[src/common/uart_pkg.sv]
// Serial line framing constants
`default_nettype none

package uart_pkg;

  localparam int DATA_BITS = 8;

  // Low samples in a row that count as a break
  localparam int BREAK_THRESHOLD = 10;

  localparam int BIT_COUNT_W = $clog2(DATA_BITS);
  localparam int BREAK_COUNT_W = $clog2(BREAK_THRESHOLD + 1);

  // Receiver state codes
  localparam logic [2:0] RX_IDLE  = 3'b000;
  localparam logic [2:0] RX_START = 3'b001;
  localparam logic [2:0] RX_DATA  = 3'b011;
  localparam logic [2:0] RX_STOP  = 3'b010;
  localparam logic [2:0] RX_BREAK = 3'b110;
  localparam logic [2:0] RX_WAIT  = 3'b100;

  typedef logic [DATA_BITS-1:0] uart_char_t;

endpackage

`default_nettype wire

[src/common/cmd_pkg.sv]
// Register command definitions
`default_nettype none

package cmd_pkg;

  localparam int NUM_REGS = 8;

  typedef enum logic [1:0] {
    CMD_READ  = 2'd0,
    CMD_WRITE = 2'd1,
    CMD_ADD   = 2'd2,
    CMD_CLEAR = 2'd3
  } cmd_op_t;

  typedef logic [2:0] cmd_index_t;

  // Echoed back with the response
  typedef logic [2:0] cmd_tag_t;

  // First byte of every command
  typedef struct packed {
    cmd_op_t    op;
    cmd_index_t index;
    cmd_tag_t   tag;
  } cmd_header_t;

  // Same byte seen as header or as operand
  typedef union packed {
    cmd_header_t hdr;
    logic [7:0]  operand;
  } cmd_byte_u;

endpackage

`default_nettype wire

[src/verilog/uart_rx/uart_break_detect.sv]
// Line receiver with break detection
`timescale 1ns/1ps
`default_nettype none

module uart_break_detect (
  input  logic                clock,
  input  logic                reset_n,
  input  logic                rx_in,
  output uart_pkg::uart_char_t rx_data,
  output logic                rx_valid,
  input  logic                rx_ready,
  output logic                break_detect
);
  import uart_pkg::*;

  logic                     rx_q;
  logic [2:0]               state;
  logic [2:0]               next_state;
  logic [BIT_COUNT_W-1:0]   bit_count;
  logic [BIT_COUNT_W-1:0]   next_bit_count;
  logic [BREAK_COUNT_W-1:0] low_run;
  logic [BREAK_COUNT_W-1:0] low_run_inc;
  logic [BREAK_COUNT_W-1:0] next_low_run;
  uart_char_t               shift_reg;
  uart_char_t               next_shift_reg;

  // Saturates at the threshold
  assign low_run_inc = (low_run == BREAK_COUNT_W'(BREAK_THRESHOLD)) ?
                       low_run : low_run + 1'b1;

  always_comb begin
    next_state     = state;
    next_bit_count = bit_count;
    next_shift_reg = shift_reg;
    next_low_run   = rx_q ? '0 : low_run_inc;

    case (state)
      RX_IDLE: begin
        if (!rx_q) begin
          next_state = RX_START;
        end
      end

      // First data bit follows the start sample directly
      RX_START: begin
        next_shift_reg = {rx_q, shift_reg[DATA_BITS-1:1]};
        next_bit_count = BIT_COUNT_W'(1);
        next_state     = RX_DATA;
      end

      RX_DATA: begin
        next_shift_reg = {rx_q, shift_reg[DATA_BITS-1:1]};
        if (bit_count == BIT_COUNT_W'(DATA_BITS - 1)) begin
          next_state = RX_STOP;
        end else begin
          next_bit_count = bit_count + 1'b1;
        end
      end

      RX_STOP: begin
        if (rx_q) begin
          next_state = RX_WAIT;
        end else if (low_run_inc >= BREAK_COUNT_W'(BREAK_THRESHOLD)) begin
          next_state = RX_BREAK;
        end else begin
          // Framing error, character dropped
          next_state = RX_IDLE;
        end
      end

      RX_WAIT: begin
        next_low_run = '0;
        if (rx_ready) begin
          next_state = RX_IDLE;
        end
      end

      RX_BREAK: begin
        if (rx_q) begin
          next_state = RX_IDLE;
        end
      end

      default: next_state = RX_IDLE;
    endcase
  end

  always_ff @(posedge clock or negedge reset_n) begin
    if (!reset_n) begin
      rx_q         <= 1'b1;
      state        <= RX_IDLE;
      bit_count    <= '0;
      low_run      <= '0;
      break_detect <= 1'b0;
    end else begin
      rx_q      <= rx_in;
      state     <= next_state;
      bit_count <= next_bit_count;
      low_run   <= next_low_run;

      if (state == RX_BREAK) begin
        break_detect <= 1'b1;
      end else if (state == RX_IDLE) begin
        break_detect <= 1'b0;
      end
    end
  end

  always_ff @(posedge clock) begin
    shift_reg <= next_shift_reg;
  end

  // Character held in the shift register until taken
  assign rx_valid = (state == RX_WAIT);
  assign rx_data  = shift_reg;

endmodule

`default_nettype wire

[src/verilog/cmd_decode.sv]
// Command byte decoder
`timescale 1ns/1ps
`default_nettype none

module cmd_decode (
  input  logic                 clock,
  input  logic                 reset_n,
  input  uart_pkg::uart_char_t rx_data,
  input  logic                 rx_valid,
  output logic                 rx_ready,
  input  logic                 break_detect,
  input  logic                 busy,
  input  logic                 result_strobe,
  output logic                 exec_start,
  output cmd_pkg::cmd_op_t     exec_op,
  output cmd_pkg::cmd_index_t  exec_index,
  output cmd_pkg::cmd_tag_t    exec_tag,
  output uart_pkg::uart_char_t exec_operand
);
  import cmd_pkg::*;

  cmd_byte_u   rx_byte;
  cmd_header_t hdr_q;
  logic        operand_phase;
  logic        in_flight;
  logic        accept;
  logic        needs_operand;
  logic        issue;

  assign rx_byte  = rx_data;
  assign rx_ready = !busy && !in_flight;
  assign accept   = rx_valid && rx_ready;

  assign needs_operand = (rx_byte.hdr.op == CMD_WRITE) || (rx_byte.hdr.op == CMD_ADD);

  // Last byte of a command
  assign issue = accept && !break_detect && (operand_phase || !needs_operand);

  always_ff @(posedge clock or negedge reset_n) begin
    if (!reset_n) begin
      operand_phase <= 1'b0;
      in_flight     <= 1'b0;
      exec_start    <= 1'b0;
    end else begin
      exec_start <= issue;

      if (break_detect) begin
        operand_phase <= 1'b0;
      end else if (accept) begin
        operand_phase <= !operand_phase && needs_operand;
      end

      // One command in the back end at a time
      if (issue) begin
        in_flight <= 1'b1;
      end else if (result_strobe) begin
        in_flight <= 1'b0;
      end
    end
  end

  always_ff @(posedge clock) begin
    if (accept && !operand_phase) begin
      hdr_q <= rx_byte.hdr;
    end

    if (issue) begin
      if (operand_phase) begin
        exec_op      <= hdr_q.op;
        exec_index   <= hdr_q.index;
        exec_tag     <= hdr_q.tag;
        exec_operand <= rx_byte.operand;
      end else begin
        exec_op      <= rx_byte.hdr.op;
        exec_index   <= rx_byte.hdr.index;
        exec_tag     <= rx_byte.hdr.tag;
        exec_operand <= '0;
      end
    end
  end

endmodule

`default_nettype wire

[src/verilog/cmd_execute.sv]
// Register file and command execution
`timescale 1ns/1ps
`default_nettype none

module cmd_execute (
  input  logic                 clock,
  input  logic                 reset_n,
  input  logic                 exec_start,
  input  cmd_pkg::cmd_op_t     exec_op,
  input  cmd_pkg::cmd_index_t  exec_index,
  input  cmd_pkg::cmd_tag_t    exec_tag,
  input  uart_pkg::uart_char_t exec_operand,
  output logic                 result_strobe,
  output uart_pkg::uart_char_t result_value,
  output cmd_pkg::cmd_tag_t    result_tag
);
  import cmd_pkg::*;
  import uart_pkg::*;

  uart_char_t regs [NUM_REGS];
  uart_char_t cur_value;
  uart_char_t new_value;

  assign cur_value = regs[exec_index];

  always_comb begin
    case (exec_op)
      CMD_READ:  new_value = cur_value;
      CMD_WRITE: new_value = exec_operand;
      // Wraps at 256
      CMD_ADD:   new_value = cur_value + exec_operand;
      CMD_CLEAR: new_value = '0;
      default:   new_value = cur_value;
    endcase
  end

  always_ff @(posedge clock or negedge reset_n) begin
    if (!reset_n) begin
      for (int i = 0; i < NUM_REGS; i++) begin
        regs[i] <= '0;
      end
      result_strobe <= 1'b0;
    end else begin
      result_strobe <= exec_start;
      if (exec_start && exec_op != CMD_READ) begin
        regs[exec_index] <= new_value;
      end
    end
  end

  always_ff @(posedge clock) begin
    if (exec_start) begin
      result_value <= new_value;
      result_tag   <= exec_tag;
    end
  end

endmodule

`default_nettype wire

[src/verilog/cmd_result.sv]
// Response holding stage
`timescale 1ns/1ps
`default_nettype none

module cmd_result (
  input  logic                 clock,
  input  logic                 reset_n,
  input  logic                 result_strobe,
  input  uart_pkg::uart_char_t result_value,
  input  cmd_pkg::cmd_tag_t    result_tag,
  output logic                 busy,
  output uart_pkg::uart_char_t resp_data,
  output cmd_pkg::cmd_tag_t    resp_tag,
  output logic                 resp_valid,
  input  logic                 resp_ready
);

  always_ff @(posedge clock or negedge reset_n) begin
    if (!reset_n) begin
      resp_valid <= 1'b0;
    end else if (result_strobe) begin
      resp_valid <= 1'b1;
    end else if (resp_valid && resp_ready) begin
      resp_valid <= 1'b0;
    end
  end

  // Upstream never sends a result while one is held
  always_ff @(posedge clock) begin
    if (result_strobe) begin
      resp_data <= result_value;
      resp_tag  <= result_tag;
    end
  end

  assign busy = resp_valid;

endmodule

`default_nettype wire

[src/verilog/uart_cmd_port.sv]
// Serial register access port
`timescale 1ns/1ps
`default_nettype none

module uart_cmd_port (
  input  logic                 clock,
  input  logic                 reset_n,
  input  logic                 rx_in,
  output uart_pkg::uart_char_t resp_data,
  output cmd_pkg::cmd_tag_t    resp_tag,
  output logic                 resp_valid,
  input  logic                 resp_ready,
  output logic                 break_detect
);
  import cmd_pkg::*;
  import uart_pkg::*;

  uart_char_t rx_data;
  logic       rx_valid;
  logic       rx_ready;
  logic       busy;
  logic       exec_start;
  cmd_op_t    exec_op;
  cmd_index_t exec_index;
  cmd_tag_t   exec_tag;
  uart_char_t exec_operand;
  logic       result_strobe;
  uart_char_t result_value;
  cmd_tag_t   result_tag;

  uart_break_detect rx0 (
    .clock        (clock),
    .reset_n      (reset_n),
    .rx_in        (rx_in),
    .rx_data      (rx_data),
    .rx_valid     (rx_valid),
    .rx_ready     (rx_ready),
    .break_detect (break_detect)
  );

  cmd_decode decode0 (
    .clock         (clock),
    .reset_n       (reset_n),
    .rx_data       (rx_data),
    .rx_valid      (rx_valid),
    .rx_ready      (rx_ready),
    .break_detect  (break_detect),
    .busy          (busy),
    .result_strobe (result_strobe),
    .exec_start    (exec_start),
    .exec_op       (exec_op),
    .exec_index    (exec_index),
    .exec_tag      (exec_tag),
    .exec_operand  (exec_operand)
  );

  cmd_execute execute0 (
    .clock         (clock),
    .reset_n       (reset_n),
    .exec_start    (exec_start),
    .exec_op       (exec_op),
    .exec_index    (exec_index),
    .exec_tag      (exec_tag),
    .exec_operand  (exec_operand),
    .result_strobe (result_strobe),
    .result_value  (result_value),
    .result_tag    (result_tag)
  );

  cmd_result result0 (
    .clock         (clock),
    .reset_n       (reset_n),
    .result_strobe (result_strobe),
    .result_value  (result_value),
    .result_tag    (result_tag),
    .busy          (busy),
    .resp_data     (resp_data),
    .resp_tag      (resp_tag),
    .resp_valid    (resp_valid),
    .resp_ready    (resp_ready)
  );

endmodule

`default_nettype wire

[config.mk]
export PLATFORM = sky130hd
export DESIGN_NAME = uart_cmd_port
export DESIGN_NICKNAME = d
export VERILOG_FILES = /design/src/common/uart_pkg.sv /design/src/common/cmd_pkg.sv /design/src/verilog/uart_rx/uart_break_detect.sv /design/src/verilog/cmd_decode.sv /design/src/verilog/cmd_execute.sv /design/src/verilog/cmd_result.sv /design/src/verilog/uart_cmd_port.sv
export SDC_FILE = /design/constraint.sdc
export NUM_CORES = 1
export LEC_CHECK = 0
export BUFFER_PORTS_ARGS = -buffer_cell sky130_fd_sc_hd__clkbuf_2
export CAP_MARGIN = 30
export CORE_ASPECT_RATIO = 0.7
export CORE_MARGIN = 4
export CORE_UTILIZATION = 50
export DETAILED_ROUTE_END_ITERATION = 10
export PLACE_DENSITY = 0.65
export RECOVER_POWER = 100
export SYNTH_ARGS = -nofsm -noshare
export SYNTH_HDL_FRONTEND = slang
export SYNTH_HIERARCHICAL = 1
export SYNTH_SLANG_ARGS = --single-unit
[constraint.sdc]
create_clock -name clock -period 4.37 [get_ports clock]
set_input_delay 0.437 -clock clock [delete_from_list [all_inputs] [get_ports clock]]
set_output_delay 0.437 -clock clock [all_outputs]
set_load 0.01 [all_outputs]
Word-level counts from Yosys, hierarchy flattened

Cells that the tools add are included.

Register bits: 135
Latch bits: 0
RAM bits: 0
Bits in read-only memories: 0
Input port bits: 4
Logic and storage cells: 111
Memories: 0

Add/sub/neg operators: 3
$mul: 0
Div/mod/pow operators: 0
$lt $le $gt $ge: 3
Equality and inequality tests: 17
Shifts and indexed selects: 0
Multiplexer cells: 30
Bitwise gates (word level): 1
Reductions and logical operators: 27

Operators with widths:

| kind                                                       | count |
|---|---|
| bitwise mux 64 bit                                         | 1 |
| one-hot mux 8 bit (4 select lines)                         | 1 |
| two-way mux 3 bit                                          | 9 |
| binary-select mux 8 bit (select 3 bit)                     | 1 |
| demux 8 bit (select 3 bit)                                 | 1 |
| two-way mux 8 bit                                          | 3 |
| one-hot mux 3 bit (6 select lines)                         | 1 |
| two-way mux 4 bit                                          | 3 |
| nonzero test 2 bit                                         | 6 |
| equality test 3 bit, second input constant                 | 3 |
| logical AND 1 bit                                          | 9 |
| adder 8 bit                                                | 1 |
| greater-or-equal comparator 4 bit, second input constant   | 2 |
| two-way mux 1 bit                                          | 8 |
| equality test 2 bit, second input constant                 | 3 |
| equality test 3 x 2 -> 1 bit, second input constant        | 2 |
| != test 2 bit, second input constant                       | 3 |
| one-hot mux 3 bit (2 select lines)                         | 1 |
| zero test 1 bit                                            | 5 |
| adder 4 x 1 -> 4 bit, second input constant                | 1 |
| equality test 2 x 1 -> 1 bit, second input constant        | 2 |
| equality test 4 bit, second input constant                 | 1 |
| less-than comparator 4 x 1 -> 1 bit, second input constant | 1 |
| != test 2 x 1 -> 1 bit, second input constant              | 2 |
| other kinds (10)                                           | 11 |

Depth between registers and ports, before layout

Word-level depth: 7
Depth in mapped cells: 14

Modules after synthesis

Netlist, hierarchy kept.

Modules (own cells, without submodules):

| module            | times used | cells an instance | area each (µm²) |
|---|---|---|---|
| cmd_execute       | 1          | 358               | 3912.5 |
| cmd_decode        | 1          | 55                | 1021.0 |
| uart_break_detect | 1          | 68                | 884.6 |
| cmd_result        | 1          | 15                | 374.1 |

Worst setup path after synthesis

OpenSTA, ideal clock, no wires.

Path type: reg2reg
From: reg decode0.exec_index[2]
To: reg execute0/regs[62] in the netlist's numbering
Library setup time: 125 ps
Data arrival time: 3139 ps
Data required time: 4245 ps
Path slack: 1107 ps
Stages on the path, launching flop included: 13
Cells stage by stage: edfxtp_1 > buf_6 > buf_4 > mux2_2 > a221oi_1 > o21ai_0 > fa_1 > a21o_1 > a21oi_1 > nor4bb_1 > a2111oi_0 > o31ai_2 > mux2_2

Cells in the longest elaborated chain, start to end: 7
Elaborated cells between the ends (all ways): 12
Those cells by class: 1 x add/sub; 2 x order compare; 7 x mux; 1 x bitwise; 1 x reduce/logical

RTL lines:

| what                                                   | RTL line          | text |
|---|---|---|
| start, declared                                        | cmd_decode.sv:16  | `output cmd_pkg::cmd_index_t exec_index,` |
| start signal, assigned                                 | cmd_decode.sv:70  | `exec_index <= hdr_q.index;` |
| start signal, assigned                                 | cmd_decode.sv:75  | `exec_index <= rx_byte.hdr.index;` |
| inverter 3 -> 4 bit (implied by the code) *            | cmd_execute.sv:24 | `assign cur_value = regs[exec_index];` |
| binary-select mux 8 bit (select 3 bit) *               | cmd_execute.sv:24 |  |
| two-way mux 8 bit (implied by the code) * (2 in a row) | cmd_execute.sv:24 |  |
| adder 8 bit                                            | cmd_execute.sv:31 | `CMD_ADD: new_value = cur_value + exec_operand;` |
| one-hot mux 8 bit (4 select lines) *                   | cmd_execute.sv:27 | `case (exec_op)` |
| net execute0.new_value[6]                              | cmd_execute.sv:22 | `uart_char_t new_value;` |
| bitwise mux 64 bit *                                   | cmd_execute.sv:46 | `regs[exec_index] <= new_value;` |
| end signal, assigned by index                          | cmd_execute.sv:46 |  |
| end, declared                                          | cmd_execute.sv:20 | `uart_char_t regs [NUM_REGS];` |

The timed path passes the listed nets; every way through them passes the cells marked *. The select of a mux whose other input is x is not followed.
A chain may end at the register's enable or synchronous reset.

Final worst setup path

From: reg decode0.exec_index[1]
To: reg execute0/regs[38] in the netlist's numbering

The elaborated chain is that of the path after synthesis.

==> impl_metrics.ini <==
[run_status]
outcome = finished, violations left
violations = max-capacitance violations, max-slew violations

[critical_path]
worstSetupPathType = reg2reg
reg2regPathDepth = 12
arrival_ns = 4.44
r2r-start = decode0/exec_index[1]$_DFFE_PP_
critical_path.most_common_cell = a21oi_1
startpoint = decode0/exec_index[1]$_DFFE_PP_
ff2ff_setup_slack_ns = 0.27
r2r-end = execute0/regs[38]$_DFFE_PN0P_
worst-path-max-fanout = 20
required_ns = 4.71
slowest_delay_ns = 0.85
cpMaxStageDelayCell = o31ai_1
crit_path_end = execute0/regs[38]$_DFFE_PN0P_
worstPathCellList = buf_4, or3b_2, a21oi_1, a41oi_1, o21ai_0, fa_1, a21o_1, a21oi_1, nand2b_1, a2111oi_0, o31ai_1, mux2_2
worstSetupEndpointType = register
setup.worst_path.start_class = register

[logic_synthesis]
synth-seq-cells = 135
yosys.area_share.simple_pct = 12.2
synth_top_cell_by_area = dfrtp_1
async_flop_share_pct = 60.0
ys_warn_count = 6
netlist_area_um2 = 6190
synth_nets = 512
ys_seq_area_share_pct = 58.9
synth_xor_area_share_pct = 0.849
synth_top_family_by_area = simple AND/OR/NAND/NOR gates
yosys.area_share.adder_pct = 2.55
synth_enable_flop_cells = 54
synth.distinct_cells = 71
yosys.area.top_type_share_pct = 32.3
synth_cells = 496
synth_flop_cell = dfrtp_1
synth_mux_area_share_pct = 9.92
synth.area.top_cells = dfrtp_1 (32%), edfxtp_1 (26%), mux2_2 (6.7%)
syn_area_per_cell_um2 = 12.5
synth_compound_gate_area_share_pct = 11.9

[timing]
grt_setup_unrepaired = no
drv_slew = 54
setup-tns-final_ns = 0
clock-skew-final_ns = 0.0125
slew_headroom_pct = -89.0
worstMarginPinSlew_ns = 2.84
hold_viol_final = 0
holdWs_ns = 0.110
period_needed_ns = 4.10
fin_crit_sh_pct = 93.9
max_freq_ghz = 0.244
setup-violations-final = 0

[power_and_ir_drop]
clockPowerShare_pct = 44.9
ir_drop_mv = 0.298
p_sw_share_pct = 24.4
power.switching_w = 0.000833
seqPwrFrac_pct = 46.1
power_leakage_nw = 3.03
intPower_w = 0.00258
combPwrFrac_pct = 9.1
power_density_nw_per_um2 = 489

[floorplanning]
die_w_um = 141
die_h_um = 101
io_pins = 17
die_area_um2 = 14300
core_um2 = 11900
rows = 33
initial_core_util_pct = 52.1

[grt]
antenna_found_initial = 0
overflow = 0
grt_max_degree = 54
grt_usage_pct = 19.4
grt_first_pass_wirelength_mm = 21.2
grt_pass1_vias = 3907

[cts]
cts_buffers = 17
cts_resized = 0
cts-htree-levels = 4
clock_path_buffers = 2
cts-root-buf = clkbuf_16
ctsHoldBuffers = 0
cts_tree = done
cts_sinks = 135
post_cts_buffers = 0
path_clk_slew_ns = 0.06
clock_latency_ns = 0.42

[route]
routed_via_density = 5.77
drcViolationCount = 0
antenna_left = 0
wire_per_inst_um = 18.7
routed-via-count = 3995
wirelength_mm = 13.0
first_pass_iters = 5
drt_iter0_drc = 275

[placed_design]
place_congestion = 0.952
placedCellCount = 660
dp_hpwl_mm = 9.03
io_buffers = 16

[cells_and_area]
mostFrequentLayoutCells = dfrtp_1 (80), nor2_1 (59), edfxtp_1 (54)
antennaDiodeCount = 0
fin_nets = 538
area_delta_synth_final_pct = 12.7
final_common_cell = dfrtp_1
drive_gt1_share_pct = 18.1
fin_cells = 692

[min_path]
hold_depth = 1
hold_path_class = in2reg

[job]
max-cap-violations = 1
==> critical path: cells and delay by family (launching register included) <==
| kind | cells | cell delay (ns) |
|---|---|---|
| flip-flops | 1 | 0.74 |
| AND/OR/NAND/NOR | 2 | 0.30 |
| adder cells (fa/ha/maj) | 1 | 0.50 |
| buffers and inverters | 1 | 0.29 |
| multiplexers | 1 | 0.31 |
| AO/OA/AOI/OAI | 7 | 1.89 |
==> per-stage QoR <==
step	worst slack [ns]	total power, W	util [%]	instance area [um2]
detailed placement	0.384	0.00191	54.1	6430
CTS	0.385	0.00346	59.5	7070
global route	0.111	0.00356	58.7	6980
floorplan	1.11	0.00181	-	6190
finish	0.267	0.00341	58.7	6980
global placement	0.501	0.00190	54.0	6420
==> metal layers <==
layer	share of wire (%)	up-vias	track usage, %
li1	-	1858	-
met1	50	1999	28.4
met2	43	122	27.8
met3	5.3	16	5.55
met4	1.6	0	7.07
met5	0	-	0
==> worst min path at each step <==
stage / from / end / slack, ns
global placement: decode0/exec_tag[1]$_DFFE_PP_ / execute0/result_tag[1]$_DFFE_PP_ / 0.40
floorplan: reset_n / decode0/exec_start$_DFF_PN0_ / 0.14
global route: rx_in / rx0/rx_q$_DFF_PN1_ / 0.09
CTS: reset_n / rx0/low_run[2]$_DFF_PN0_ / 0.07
detailed placement: execute0/result_value[0]$_DFFE_PP_ / result0/resp_data[0]$_DFFE_PP_ / 0.40
finish: rx_in / rx0/rx_q$_DFF_PN1_ / 0.11
==> power by group through the flow <==
stage	sequential, W	combinational [W]	clock (W)
after detailed placement	0.00160	0.000319	0
after CTS	0.00157	0.000321	0.00157
final	0.00157	0.000309	0.00153
after global placement	0.00159	0.000306	0
after floorplan	0.00155	0.000261	0
after global routing	0.00159	0.000347	0.00163
==> sequential cells by signal, indices dropped and copies added, names as in the netlist, 2 cells and up <==
name,count
execute0/result_tag,3
rx0/bit_count,3
execute0/regs,64
rx0/rx_data,8
decode0/hdr_q,8
result0/resp_tag,3
rx0/low_run,4
rx0/state,3
decode0/exec_op,2
execute0/result_value,8
decode0/exec_index,3
result0/resp_data,8
decode0/exec_tag,3
decode0/exec_operand,8
==> cell type report <==
class | instances | area, um2
clock buffer | 17 | 425
fill | 946 | 4910
clock inverter | 15 | 214
timing repair buffer | 32 | 180
tap | 157 | 196
sequential | 135 | 3650
multi-input combinational | 318 | 2250
inverter | 18 | 67.6
==> cells in the mapped netlist (all sizes together), types with 2 or more instances <==
cell type and number:
o21ai 18, edfxtp 54, xor2 3, a22o 5, o211a 2, a31oi 4
dfrtp 80, nand3b 7, nand2b 5, a211oi 3, nor2 59, buf 21
o2111ai 2, o31ai 2, mux4 4, nand3 5, nand4 2, and3b 6
clkbuf 4, or3b 2, inv 18, ha 11, o22ai 2, nor3b 10
or3 4, nor2b 5, a21o 4, a21oi 51, and3 4, xnor2 3
nand2 14, nor3 4, mux2i 10, and2 9, o211ai 2, mux2 37
==> cells by family after synthesis <==
group,count (synthesis)
buffers and inverters,43
and+or+nand+nor,140
xor gates and xnor gates,6
muxes,51
adders and majority gates,12
AOI/OAI and AO/OA,109
DFF,135
No activity file was read; power rests on OpenSTA's default activity.
